`config.mk`:
```
export PLATFORM = sky130hd
export DESIGN_NAME = csr_cfg_top
export DESIGN_NICKNAME = d
export VERILOG_FILES = /design/src/csr_cfg_pkg.sv /design/src/csr_cfg_decode.sv /design/src/csr_cfg_execute.sv /design/src/csr_cfg_result.sv /design/src/csr_cfg_top.sv
export VERILOG_INCLUDE_DIRS = /design/src
export SDC_FILE = /design/constraint.sdc
export NUM_CORES = 1
export LEC_CHECK = 0
export ABC_AREA = 1
export BUFFER_PORTS_ARGS = -buffer_cell sky130_fd_sc_hd__buf_2
export CAP_MARGIN = 20
export CORE_ASPECT_RATIO = 0.8
export CORE_UTILIZATION = 50
export DETAILED_ROUTE_END_ITERATION = 16
export PLACE_DENSITY = 0.68
export SLEW_MARGIN = 20
export SYNTH_ARGS = -nofsm -noshare
export SYNTH_HDL_FRONTEND = slang
export SYNTH_SLANG_ARGS = --single-unit
export TNS_END_PERCENT = 100
```
`constraint.sdc`:
```
create_clock -name ap_clk -period 9.5 [get_ports ap_clk]
set_clock_uncertainty 0.2 [all_clocks]
set_input_delay 0.475 -clock ap_clk [delete_from_list [all_inputs] [get_ports ap_clk]]
set_output_delay 0.475 -clock ap_clk [all_outputs]
set_load 0.005 [all_outputs]
```
`src/csr_cfg_config.svh`:
```
// CSR index config stage widths, sequence length and FIFO depth
`ifndef CSR_CFG_CONFIG_SVH
`define CSR_CFG_CONFIG_SVH

// --------------------
// Response word
// --------------------
`define CSR_DATA_W      32
`define CSR_OFFSET_W    16

// Words per configuration sequence, only the first ones carry fields
`define CSR_SEQ_LEN     16
`define CSR_FIELD_WORDS 8

// Granularity and shift amount
`define CSR_GRAN_W      5

// --------------------
// Route and location fields
// --------------------
`define CSR_CMD_W       3
`define CSR_MODULE_W    2
`define CSR_ENGINE_W    2
`define CSR_CHANNEL_W   2
`define CSR_CU_W        2
`define CSR_BUNDLE_W    2
`define CSR_LANE_W      2
`define CSR_BUFFER_W    3

// Unused upper bits of the route and location words
`define CSR_ROUTE_PAD_W (`CSR_DATA_W-`CSR_CMD_W-`CSR_MODULE_W-`CSR_ENGINE_W-`CSR_CHANNEL_W)
`define CSR_PLACE_PAD_W (`CSR_DATA_W-`CSR_CU_W-`CSR_BUNDLE_W-`CSR_LANE_W-`CSR_BUFFER_W)

// Finished packets held while the consumer stalls
`define CSR_FIFO_DEPTH  4

`endif

```
`src/csr_cfg_pkg.sv`:
```
// CSR index config types: response word, typed word, word views and packet
`default_nettype none
`include "csr_cfg_config.svh"

package csr_cfg_pkg;

    // Memory command codes, every value of the field is named
    typedef enum logic [`CSR_CMD_W-1:0] {
        CMD_MEM_INVALID   = 3'd0,
        CMD_MEM_READ      = 3'd1,
        CMD_MEM_WRITE     = 3'd2,
        CMD_MEM_FLUSH     = 3'd3,
        CMD_MEM_CONFIGURE = 3'd4,
        CMD_ENGINE        = 3'd5,
        CMD_CONTROL       = 3'd6,
        CMD_RESERVED      = 3'd7
    } cmd_e;

    typedef struct packed {
        logic                     valid;
        logic [`CSR_OFFSET_W-1:0] offset;
        logic [`CSR_DATA_W-1:0]   data;
    } mem_resp_t;

    // --------------------
    // Views of one data word
    // --------------------
    typedef union packed {
        logic [`CSR_DATA_W-1:0] raw;
        struct packed {
            logic [`CSR_DATA_W-6:0] reserved;
            logic                   mode_break;
            logic                   mode_buffer;
            logic                   mode_sequence;
            logic                   decrement;
            logic                   increment;
        } mode_view;
        struct packed {
            logic                              direction;
            logic [`CSR_DATA_W-`CSR_GRAN_W-2:0] reserved;
            logic [`CSR_GRAN_W-1:0]            granularity;
        } range_view;
        struct packed {
            logic [`CSR_ROUTE_PAD_W-1:0] reserved;
            logic [`CSR_CHANNEL_W-1:0]   id_channel;
            logic [`CSR_ENGINE_W-1:0]    id_engine;
            logic [`CSR_MODULE_W-1:0]    id_module;
            cmd_e                        cmd;
        } route_view;
        struct packed {
            logic [`CSR_PLACE_PAD_W-1:0] reserved;
            logic [`CSR_BUFFER_W-1:0]    id_buffer;
            logic [`CSR_LANE_W-1:0]      id_lane;
            logic [`CSR_BUNDLE_W-1:0]    id_bundle;
            logic [`CSR_CU_W-1:0]        id_cu;
        } place_view;
    } cfg_word_u;

    // Word handed from decode to execute
    typedef struct packed {
        logic                                valid;
        logic [$clog2(`CSR_FIELD_WORDS)-1:0] index;
        logic                                last;
        cfg_word_u                           data;
    } typed_word_t;

    // Index configuration packet
    typedef struct packed {
        logic                      increment;
        logic                      decrement;
        logic                      mode_sequence;
        logic                      mode_buffer;
        logic                      mode_break;
        logic [`CSR_DATA_W-1:0]    index_start;
        logic [`CSR_DATA_W-1:0]    index_end;
        logic [`CSR_DATA_W-1:0]    stride;
        logic [`CSR_GRAN_W-1:0]    granularity;
        logic                      direction;
        logic [`CSR_GRAN_W-1:0]    shift_amount;
        logic                      shift_direction;
        cmd_e                      cmd;
        logic [`CSR_MODULE_W-1:0]  id_module;
        logic [`CSR_ENGINE_W-1:0]  id_engine;
        logic [`CSR_CHANNEL_W-1:0] id_channel;
        logic [`CSR_CU_W-1:0]      id_cu;
        logic [`CSR_BUNDLE_W-1:0]  id_bundle;
        logic [`CSR_LANE_W-1:0]    id_lane;
        logic [`CSR_BUFFER_W-1:0]  id_buffer;
        logic [`CSR_DATA_W-1:0]    array_size;
    } csr_cfg_t;

endpackage : csr_cfg_pkg

`default_nettype wire

```
`src/csr_cfg_decode.sv`:
```
// CSR config decode: filters the offset window, tracks the sequence and types the words
`timescale 1ns/100ps
`default_nettype none
`include "csr_cfg_config.svh"

module csr_cfg_decode #(
    parameter int seq_base = 0
) (
    input  wire                      ap_clk,
    input  wire                      areset_csr_index_generator,
    input  wire csr_cfg_pkg::mem_resp_t resp_in,
    output csr_cfg_pkg::typed_word_t word
);

    localparam int cnt_w = $clog2(`CSR_SEQ_LEN);
    localparam int idx_w = $clog2(`CSR_FIELD_WORDS);

    // Window bounds one bit wider than the offset so the top bound cannot wrap
    localparam logic [`CSR_OFFSET_W:0] win_lo = (`CSR_OFFSET_W+1)'(seq_base);
    localparam logic [`CSR_OFFSET_W:0] win_hi = (`CSR_OFFSET_W+1)'(seq_base + `CSR_SEQ_LEN);

    localparam logic [cnt_w-1:0] last_pos    = cnt_w'(`CSR_SEQ_LEN - 1);
    localparam logic [cnt_w-1:0] field_words = cnt_w'(`CSR_FIELD_WORDS);

    csr_cfg_pkg::mem_resp_t resp_reg;
    logic [`CSR_OFFSET_W:0] offset_ext;
    logic                   in_window;
    logic                   at_start;
    logic                   accept;
    logic                   emit;
    logic                   seq_active;
    logic [cnt_w-1:0]       seq_count;
    logic [cnt_w-1:0]       position;

    // --------------------
    // Input register
    // --------------------
    always_ff @(posedge ap_clk) begin
        resp_reg <= resp_in;
        if (areset_csr_index_generator) begin
            resp_reg.valid <= 1'b0;
        end
    end

    // Window check and position of the current word
    always_comb begin
        offset_ext = {1'b0, resp_reg.offset};
        in_window  = (offset_ext >= win_lo) && (offset_ext < win_hi);
        accept     = resp_reg.valid && in_window;
        at_start   = (offset_ext == win_lo) && !seq_active;
        // Once started, words count by arrival and their offset no longer matters
        emit       = accept && (seq_active || at_start);
        position   = seq_active ? seq_count : '0;
    end

    // --------------------
    // Sequence tracker
    // --------------------
    always_ff @(posedge ap_clk) begin
        if (areset_csr_index_generator) begin
            seq_active <= 1'b0;
            seq_count  <= '0;
        end else if (emit) begin
            if (position == last_pos) begin
                seq_active <= 1'b0;
                seq_count  <= '0;
            end else begin
                seq_active <= 1'b1;
                seq_count  <= position + 1'b1;
            end
        end
    end

    // Typed word, valid only for the field words, last on the final word
    always_ff @(posedge ap_clk) begin
        word.valid <= emit && (position < field_words);
        word.index <= position[idx_w-1:0];
        word.last  <= emit && (position == last_pos);
        word.data  <= resp_reg.data;
        if (areset_csr_index_generator) begin
            word.valid <= 1'b0;
            word.last  <= 1'b0;
        end
    end

endmodule : csr_cfg_decode

`default_nettype wire

```
`src/csr_cfg_execute.sv`:
```
// CSR config execute: builds the index configuration packet from the typed words
`timescale 1ns/100ps
`default_nettype none

module csr_cfg_execute (
    input  wire                         ap_clk,
    input  wire                         areset_csr_index_generator,
    input  wire csr_cfg_pkg::typed_word_t word,
    output csr_cfg_pkg::csr_cfg_t       pkt,
    output logic                        pkt_valid
);

    // Packet is complete one cycle after the last word
    always_ff @(posedge ap_clk) begin
        if (areset_csr_index_generator) begin
            pkt_valid <= 1'b0;
        end else begin
            pkt_valid <= word.last;
        end
    end

    // --------------------
    // Field assembly
    // --------------------
    // Fields keep their values until a later word rewrites them
    always_ff @(posedge ap_clk) begin
        if (word.valid) begin
            case (word.index)
                3'd0: begin
                    pkt.increment     <= word.data.mode_view.increment;
                    pkt.decrement     <= word.data.mode_view.decrement;
                    pkt.mode_sequence <= word.data.mode_view.mode_sequence;
                    pkt.mode_buffer   <= word.data.mode_view.mode_buffer;
                    pkt.mode_break    <= word.data.mode_view.mode_break;
                end
                3'd1: begin
                    pkt.index_start <= word.data.raw;
                end
                3'd2: begin
                    pkt.index_end <= word.data.raw;
                end
                3'd3: begin
                    pkt.stride <= word.data.raw;
                end
                3'd4: begin
                    pkt.granularity     <= word.data.range_view.granularity;
                    pkt.direction       <= word.data.range_view.direction;
                    // Address shift follows the granularity
                    pkt.shift_amount    <= word.data.range_view.granularity;
                    pkt.shift_direction <= word.data.range_view.direction;
                end
                3'd5: begin
                    pkt.cmd        <= word.data.route_view.cmd;
                    pkt.id_module  <= word.data.route_view.id_module;
                    pkt.id_engine  <= word.data.route_view.id_engine;
                    pkt.id_channel <= word.data.route_view.id_channel;
                end
                3'd6: begin
                    pkt.id_cu     <= word.data.place_view.id_cu;
                    pkt.id_bundle <= word.data.place_view.id_bundle;
                    pkt.id_lane   <= word.data.place_view.id_lane;
                    pkt.id_buffer <= word.data.place_view.id_buffer;
                end
                3'd7: begin
                    pkt.array_size <= word.data.raw;
                end
            endcase
        end
    end

endmodule : csr_cfg_execute

`default_nettype wire

```
`src/csr_cfg_result.sv`:
```
// CSR config result: FIFO of finished packets popped with a valid/ready pair
`timescale 1ns/100ps
`default_nettype none
`include "csr_cfg_config.svh"

module csr_cfg_result (
    input  wire                      ap_clk,
    input  wire                      areset_csr_index_generator,
    input  wire csr_cfg_pkg::csr_cfg_t pkt,
    input  wire                      pkt_valid,
    output csr_cfg_pkg::csr_cfg_t    cfg_out,
    output logic                     cfg_valid,
    input  wire                      cfg_ready
);

    localparam int ptr_w = $clog2(`CSR_FIFO_DEPTH);
    localparam int cnt_w = $clog2(`CSR_FIFO_DEPTH + 1);

    localparam logic [ptr_w-1:0] last_slot = ptr_w'(`CSR_FIFO_DEPTH - 1);
    localparam logic [cnt_w-1:0] depth     = cnt_w'(`CSR_FIFO_DEPTH);

    csr_cfg_pkg::csr_cfg_t mem [`CSR_FIFO_DEPTH];
    logic [ptr_w-1:0]      wr_ptr;
    logic [ptr_w-1:0]      rd_ptr;
    logic [cnt_w-1:0]      count;
    logic                  full;
    logic                  push;
    logic                  pop;

    assign full      = (count == depth);
    assign push      = pkt_valid && !full;
    assign cfg_valid = (count != '0);
    assign pop       = cfg_valid && cfg_ready;
    assign cfg_out   = mem[rd_ptr];

    // --------------------
    // Storage
    // --------------------
    always_ff @(posedge ap_clk) begin
        if (push) begin
            mem[wr_ptr] <= pkt;
        end
    end

    // Pointers wrap at the last slot, the count tracks occupancy
    always_ff @(posedge ap_clk) begin
        if (areset_csr_index_generator) begin
            wr_ptr <= '0;
            rd_ptr <= '0;
            count  <= '0;
        end else begin
            if (push) begin
                wr_ptr <= (wr_ptr == last_slot) ? '0 : wr_ptr + 1'b1;
            end
            if (pop) begin
                rd_ptr <= (rd_ptr == last_slot) ? '0 : rd_ptr + 1'b1;
            end
            case ({push, pop})
                2'b10:   count <= count + 1'b1;
                2'b01:   count <= count - 1'b1;
                default: count <= count;
            endcase
        end
    end

endmodule : csr_cfg_result

`default_nettype wire

```
`src/csr_cfg_top.sv`:
```
// CSR index generator config stage: decode, packet assembly and output FIFO
`timescale 1ns/100ps
`default_nettype none

module csr_cfg_top #(
    parameter int seq_base = 0
) (
    input  wire                         ap_clk,
    input  wire                         areset_csr_index_generator,
    input  wire csr_cfg_pkg::mem_resp_t resp_in,
    output csr_cfg_pkg::csr_cfg_t       cfg_out,
    output logic                        cfg_valid,
    input  wire                         cfg_ready
);

    csr_cfg_pkg::typed_word_t word;
    csr_cfg_pkg::csr_cfg_t    pkt;
    logic                     pkt_valid;

    // --------------------
    // Pipeline
    // --------------------
    csr_cfg_decode #(
        .seq_base(seq_base)
    ) u_decode (
        .ap_clk                     (ap_clk),
        .areset_csr_index_generator (areset_csr_index_generator),
        .resp_in                    (resp_in),
        .word                       (word)
    );

    csr_cfg_execute u_execute (
        .ap_clk                     (ap_clk),
        .areset_csr_index_generator (areset_csr_index_generator),
        .word                       (word),
        .pkt                        (pkt),
        .pkt_valid                  (pkt_valid)
    );

    // Finished packets wait here for the consumer
    csr_cfg_result u_result (
        .ap_clk                     (ap_clk),
        .areset_csr_index_generator (areset_csr_index_generator),
        .pkt                        (pkt),
        .pkt_valid                  (pkt_valid),
        .cfg_out                    (cfg_out),
        .cfg_valid                  (cfg_valid),
        .cfg_ready                  (cfg_ready)
    );

endmodule : csr_cfg_top

`default_nettype wire

```
Word level (Yosys, flattened, before mapping)
Memory sizes are Yosys's and may differ from the RTL's. A register that Yosys moved wholly into a read port is not among the register bits.
Index checks and enable logic that the tools add are counted.
Widths: inputs -> output; s select.
{"block": "classes", "add_sub_neg": 5, "n_lt_le_gt_ge": 2, "n_eq_ne": 13, "muxes": 10, "n_reduce_logical": 22}
{"cell": "$logic_not 16->1", "count": 1}
{"cell": "$lt 16x5->1 const B", "count": 1}
{"cell": "$reduce_and 2->1", "count": 8}
{"cell": "$eq 3x3->1 const B", "count": 5}
{"cell": "$mux 2", "count": 4}
{"cell": "$mux 4", "count": 2}
{"cell": "$logic_and 1x1->1", "count": 7}
{"cell": "$eq 2x2->1 const B", "count": 3}
{"cell": "$eq 3x2->1 const B", "count": 2}
{"cell": "$pmux 3 s2", "count": 1}
{"cell": "$add 2x1->2 const B", "count": 2}
{"cell": "$add 4x1->4 const B", "count": 1}
{"cell": "$eq 4x4->1 const B", "count": 1}
{"cell": "$lt 4x4->1 const B", "count": 1}
{"cell": "$add 3x1->3 const B", "count": 1}
{"cell": "$eq 3x1->1 const B", "count": 1}
{"cell": "$logic_not 3->1", "count": 1}
{"cell": "$mux 1", "count": 3}
{"cell": "$reduce_bool 3->1", "count": 1}
{"cell": "$sub 3x1->3 const B", "count": 1}
{"cell": "$eq 2x1->1 const B", "count": 1}
{"cell": "$logic_not 1->1", "count": 2}
{"cell": "$reduce_bool 2->1", "count": 1}
{"cell": "$logic_or 1x1->1", "count": 1}
{"block": "word_totals", "register_bits": 256, "mem_bits_rw": 652, "in_bits": 52, "output_inout_bits": 164, "word_cells": 85, "memories": 1}
{"name": "u_result.mem", "words": 4, "word_bits": 163, "read_ports": 1, "rd_clocked_by_memory_dff": 1, "wr": 1, "line_no": "csr_cfg_result.sv:22", "rtl": "csr_cfg_pkg::csr_cfg_t mem [`CSR_FIFO_DEPTH];"}

Longest topological paths before layout
Gate-level depths: netlist (run 1).
{"block": "logic_depth", "word_depth": 5, "depth_mapped": 11, "ltp_nobuf": 11}

Cells and area by module
Synthesis (run 1) repeated with hierarchy kept, for this count alone.
{"block": "unflattened", "hier_cells": 1996, "area_unflattened_um2": 31504.0}
{"module": "csr_cfg_result", "n_inst": 1, "cells_per_inst": 1646, "area_each_um2": 24479.7, "seq_area_each_um2": 19759.0}
{"module": "csr_cfg_execute", "n_inst": 1, "cells_per_inst": 183, "area_each_um2": 4850.9, "seq_area_each_um2": 4734.5}
{"module": "csr_cfg_decode", "n_inst": 1, "cells_per_inst": 167, "area_each_um2": 2173.3, "seq_area_each_um2": 1821.7}

Least setup slack after synthesis (run 1)
Ideal clock, no wire load.
{"block": "synth_path", "kind": "reg2reg", "from": "register u_result.count[1]", "to": "memory u_result.mem[0][0] in the netlist's numbering, enable pin", "setup_time_ns": 0.677, "arrival_ns": 7.150, "required_ns": 8.623, "path_slack_ns": 1.474, "stages_incl_launch_ff": 5, "n_path_buf": 0, "synth_period_minus_slack_ns": 8.026, "cell_sequence": "dfxtp_1 -> inv_1 -> nand3_1 -> nand2_1 -> nor2_1"}
{"block": "synth_via", "elab_chain_len": 5}
{"element": "from (decl)", "line_no": "csr_cfg_result.sv:25", "rtl": "logic [cnt_w-1:0] count;"}
{"element": "from (signal assigned)", "line_no": "csr_cfg_result.sv:59", "rtl": "2'b10: count <= count + 1'b1;"}
{"element": "from (signal assigned)", "line_no": "csr_cfg_result.sv:60", "rtl": "2'b01: count <= count - 1'b1;"}
{"element": "from (signal assigned)", "line_no": "csr_cfg_result.sv:61", "rtl": "default: count <= count;"}
{"element": "$eq 3x3->1", "line_no": "csr_cfg_result.sv:30", "rtl": "assign full = (count == depth);"}
{"element": "$logic_not 1->1", "line_no": "csr_cfg_result.sv:31", "rtl": "assign push = pkt_valid && !full;"}
{"element": "$logic_and 1x1->1", "line_no": "csr_cfg_result.sv:31"}
{"element": "$mux 1", "line_no": "csr_cfg_result.sv:40", "rtl": "if (push) begin"}
{"element": "$mux 1 (not written as such)", "line_no": "csr_cfg_result.sv:41", "rtl": "mem[wr_ptr] <= pkt;"}
{"element": "to (decl)", "line_no": "csr_cfg_result.sv:22"}
Every way passes these cells.

==> results of run 1 <==
layer usage:
metal	wire length, µm	share of wire, %	global-route usage [%]	vias up
li1	-	-	-	7664
met1	29800	44	31.9	8536
met2	30900	46	31.9	676
met3	5210	7.7	3.87	106
met4	1390	2.1	5.94	0
met5	0	0	0	-
where the power goes:
group	total, µW	switching [µW]	internal (µW)
combinational	29.9	8.12	21.7
clock	3290	1380	1910
sequential	4230	28.1	4200
worst min-delay path by stage:
stage	endpoint	from	cells after the start
2_1_floorplan	u_decode.word[0]$_DFF_P_	u_decode.resp_reg[0]$_DFF_P_	0
3_3_place_gp	u_decode.word[2]$_DFF_P_	u_decode.resp_reg[2]$_DFF_P_	0
3_5_place_dp	u_decode.word[26]$_DFF_P_	u_decode.resp_reg[26]$_DFF_P_	0
4_1_cts	flop	cfg_ready	4
5_1_grt	flop	cfg_ready	4
6_report	flop	cfg_ready	4
final cells by class:
| cell class | count | area [µm²] |
|---|---|---|
| diodes | 1 | 2.50 |
| clock buffers | 114 | 2320 |
| clock inverters | 42 | 403 |
| fillers | 4437 | 24600 |
| inverters | 27 | 116 |
| multi-input cells | 880 | 4280 |
| flip-flops and latches | 886 | 25600 |
| well taps | 779 | 975 |
| repair buffers | 281 | 1750 |
placed cells by master (no fill, tap or decap), types with 22 or more instances in the layout:
cell type and count:
buf_2 215, clkbuf_1 22, clkbuf_16 86, dfxtp_1 99, dlygate4sd3_1 51, edfxtp_1 785, inv_1 25, nand2_1 25
nor2_1 339, o21ai_0 287, o21ai_1 35, o22ai_1 157
worst max-delay path: cells and delay by family, from the launching register on:
family	cells	cell delay [ns]
flip-flops	1	0.60
AO/OA/AOI/OAI	2	0.64
buffers and inverters	3	1.84
metrics by stage:
| step | hold slack (ns) | setup slack, ns |
|---|---|---|
| after floorplan | 0.110 | 1.47 |
| after global placement | 0.111 | 5.59 |
| after detailed placement | 0.113 | 5.56 |
| after CTS | 0.00368 | 4.86 |
| after global routing | 0.0444 | 4.68 |
| final | 0.0478 | 4.96 |
cell families after synthesis:
group / count (synthesis) / share of synthesized area, %
compound gates: 492 / 8.70
xor+xnor: 1 / 0.0286
fa+ha+maj: 8 / 0.351
buf+inv: 136 / 2.73
flops: 886 / 83.5
simple gates: 379 / 4.69
==> qor.yml, run 1 <==
fin_tns_setup_ns: 0
tightest_slew_ns: 1.19
maxSlewHeadroom_pct: 20.5
top_regs: "u_result.mem x628, u_execute.pkt x157, u_decode.word x37"
hold_violations: 0
r2r_slack_ns: 6.54
async_reset_ff_share_pct: 0
dpl-instance-area_mm2: 0.0322
yosysTopAreaCell: "edfxtp_1"
drv_slew: 0
ys_seq_area_share_pct: 83.5
synth_top_area_share_pct: 76.9
ios: 216
first_global_vias: 15900
status: "finished, final reports clean"
power_density_mw_per_mm2: 213
cts.sink_count: 886
final_core_util_pct: 59.0
port_buffers: 215
synth_edf_count: 785
cpMaxStageDelayCell: "buf_4"
ys.flop_type: "edfxtp_1"
slowest_delay_ns: 0.86
cp.required_ns: 8.83
finalCritPeriodShare_pct: 47.8
drtIter0Drc: 1603
gr-total-overflow: 0
yosysMostFrequentCell: "edfxtp_1"
largest_reg_flops: 628
fp.dieH_um: 223
timing.rr.end: "u_result.mem[3][32]$_DFFE_PP_"
cts_buffers: 84
period_needed_ns: 4.54
path_cells: "inv_4 > buf_4 > o21ai_0 > o22ai_1 > buf_2"
cp-end-kind: "output pin"
wl_um: 67300
setup_viol: 0
synth.area.top_cells: "edfxtp_1 77%, dfxtp_1 6.6%, o21ai_0 4.7%"
drive_gt1_share_pct: 16.5
hold_path.class: "in2reg"
vias: 17000
via_per_inst: 5.64
drv_cap: 0
startpoint_type: "flop"
largest-register: "u_result.mem"
crit_arrival_ns: 3.86
post-route-drc-count: 0
final_area_mm2: 0.0355
max_freq_mhz: 220
clk_pin_slew_ns: 0.05
p_total_uw: 7550
clock_path_buffers: 3
synth.net_count: 1962
fp.dieW_um: 279
stdcell_count: 3010
cts_hold_buffers: 51
synthDistinctLibCells: 24
syn_area_mm2: 0.0307
htreeDepth: 3
synth_seq_cells: 886
rsz0062_at_grt: "false"
syn_avg_cell_area_um2: 16.1
grt_usage_pct: 21.2
cp-endpoint: "cfg_out[123]"
wl_per_cell_um: 22.4
ir_worst_vdd_v: 0.000114
ys_warn_count: 0
initial_utilization_pct: 51.0
worstSetupPathType: "reg2out"
cts-resized-gates: 0
placementRows: 80
nNetsFinal: 2220
cts_tree: "done"
dp_cells: 2802
gp_congestion: 0.750
crit_fanout: 82
syn_to_final_growth_pct: 15.6
static-leakage-power_uw: 0.0120
core_mm2: 0.0601
dieArea_mm2: 0.0623
postCtsSetupBuffers: 0
r2r_start: "u_result.count[1]$_SDFFE_PP0P_"
grt_pass1_wl_um: 97800
antenna_found_initial: 5
reg2reg_depth: 6
grt_max_degree: 245
antenna_left: 0
hpwl_um: 34800
syn_inst: 1902
worstSkewPairLatency_ns: 0.62
dr.pass1.iters: 5
synth_common_cells: "785 x edfxtp_1, 347 x nor2_1, 287 x o21ai_0, 157 x o22ai_1, 101 x dfxtp_1"
root_buffer: "clkbuf_16"
(Power assumes the default switching activity.)
==> run 2: changes to the inputs <==
PLACE_DENSITY = 0.71   (was 0.68)
clock period = 4.15 ns   (was 9.5 ns; I/O delays follow)
==> run 2 against run 1 <==
Cell count up 0.66%. Worst setup slack got worse by 4.4 ns. Via count increased by 0.87%. Hold slack got worse by 0.027 ns. Utilization rose by 0.67 points. Cell area increased by 1.1%. Register-to-register slack worse by 5.1 ns. Critical path type unchanged. Largest power group unchanged.
==> qor.yml, run 2 (synthesis gave the netlist of run 1 again) <==
status: "finished, final reports clean"
syn_to_final_growth_pct: 17.0
path_cells: "buf_4 > o21ai_0 > o22ai_1 > buf_2"
crit_fanout: 91
gr-total-overflow: 0
grt_pass1_wl_um: 101000
slowest_delay_ns: 0.83
hold_slack_ns: 0.0207
cp.required_ns: 3.74
final_area_mm2: 0.0359
hold_violations: 0
vias: 17100
hold_path_startpoint: "resp_in[38]"
num_antenna_cells: 0
dr.pass1.iters: 5
postCtsSetupBuffers: 0
startpoint_type: "flop"
fp.dieH_um: 223
min_path_cells: 2
dpl-instance-area_mm2: 0.0323
cp-end-kind: "output pin"
clock_path_buffers: 3
drv_slew: 0
finalCritPeriodShare_pct: 87.1
r2r_start: "u_result.count[1]$_SDFFE_PP0P_"
reg2reg_depth: 5
grt_max_degree: 175
gp_congestion: 0.759
first_global_vias: 16300
setup_viol: 0
ios: 216
worstSetupPathType: "reg2out"
worstSkewPairLatency_ns: 0.61
port_buffers: 215
cts_buffers: 82
p_total_uw: 17500
power_density_mw_per_mm2: 488
core_mm2: 0.0601
crit_arrival_ns: 3.21
maxSlewHeadroom_pct: 26.7
largest-register: "u_result.mem"
most-common-layout-cells: "785 x edfxtp_1, 338 x nor2_1, 287 x o21ai_0"
nNetsFinal: 2247
tightest_slew_ns: 1.10
largest_reg_flops: 628
stdcell_count: 3030
post-route-drc-count: 0
htreeDepth: 3
placementRows: 80
hold_path.class: "in2reg"
static-leakage-power_uw: 0.0122
drive_gt1_share_pct: 16.8
top_regs: "u_result.mem x628, u_execute.pkt x157, u_decode.word x37"
fp.dieW_um: 279
rsz0062_at_grt: "false"
max_freq_mhz: 277
wl_um: 68600
root_buffer: "clkbuf_16"
nFillCells: 4349
drv_cap: 0
period_needed_ns: 3.61
cts.sink_count: 886
antenna_left: 0
mostFrequentLayoutCell: "edfxtp_1"
dp_cells: 2812
dieArea_mm2: 0.0623
clk_pin_slew_ns: 0.06
cpMaxStageDelayCell: "buf_4"
ir_worst_vdd_v: 0.000275
grt_usage_pct: 21.8
wl_per_cell_um: 22.7
hpwl_um: 37000
cts-resized-gates: 0
antenna_found_initial: 9
via_per_inst: 5.65
cts_tree: "done"
initial_utilization_pct: 51.0
r2r_slack_ns: 1.42
drtIter0Drc: 1887
==> run 2: through the flow <==
step | setup WS [ns] | setup TNS [ns] | util (%)
detailed placement | 1.24 | 0 | 53.9
CTS | 0.505 | 0 | 59.7
global route | 0.304 | 0 | 59.7
floorplan | -1.26 | -792.24 | -
finish | 0.536 | 0 | 59.7
global placement | 1.24 | 0 | 53.9
==> run 2: power breakdown <==
group	switching, µW	total, µW	leakage (µW)	internal, µW
clock	3110	7730	0.00139	4610
combinational	21.5	83.0	0.00293	61.5
sequential	59.3	9680	0.00790	9620
total	3190	17500	0.0122	14300
==> run 2: path summary, 6_finish.rpt <==
kind | end
worst max-delay path | cfg_out[126]
worst min-delay path | u_decode.offset_ext[6]$_DFF_P_
worst max register to register | u_result.mem[3][155]$_DFFE_PP_
worst min register to register | u_decode.word[24]$_DFF_P_
==> run 2: final cells by class <==
class	instances	area, µm²	area share, %
clock buffer	113	2360	6.60
clock inverter	35	440	1.23
inverter	27	111	0.311
multi-input combinational	880	4280	11.9
sequential	886	25600	71.4
tap	779	975	2.72
timing repair buffer	310	2080	5.79
==> run 2: per-layer routing <==
metal,global-route usage (%),wire [µm]
met5,0,13
met4,6.43,1710
met3,4.51,5940
met2,33.1,31700
met1,32.1,29200
==> run 2: timing repair <==
action	CTS	global route
setup endpoints to repair	0	0
hold endpoints to repair	66	0
hold buffers	70	0
==> run 2: worst max-delay path: cells and delay by family (launching register included) <==
family / cells / cell delay [ns]
buf+inv: 2 / 1.05
compound gates: 2 / 0.77
flops: 1 / 0.72
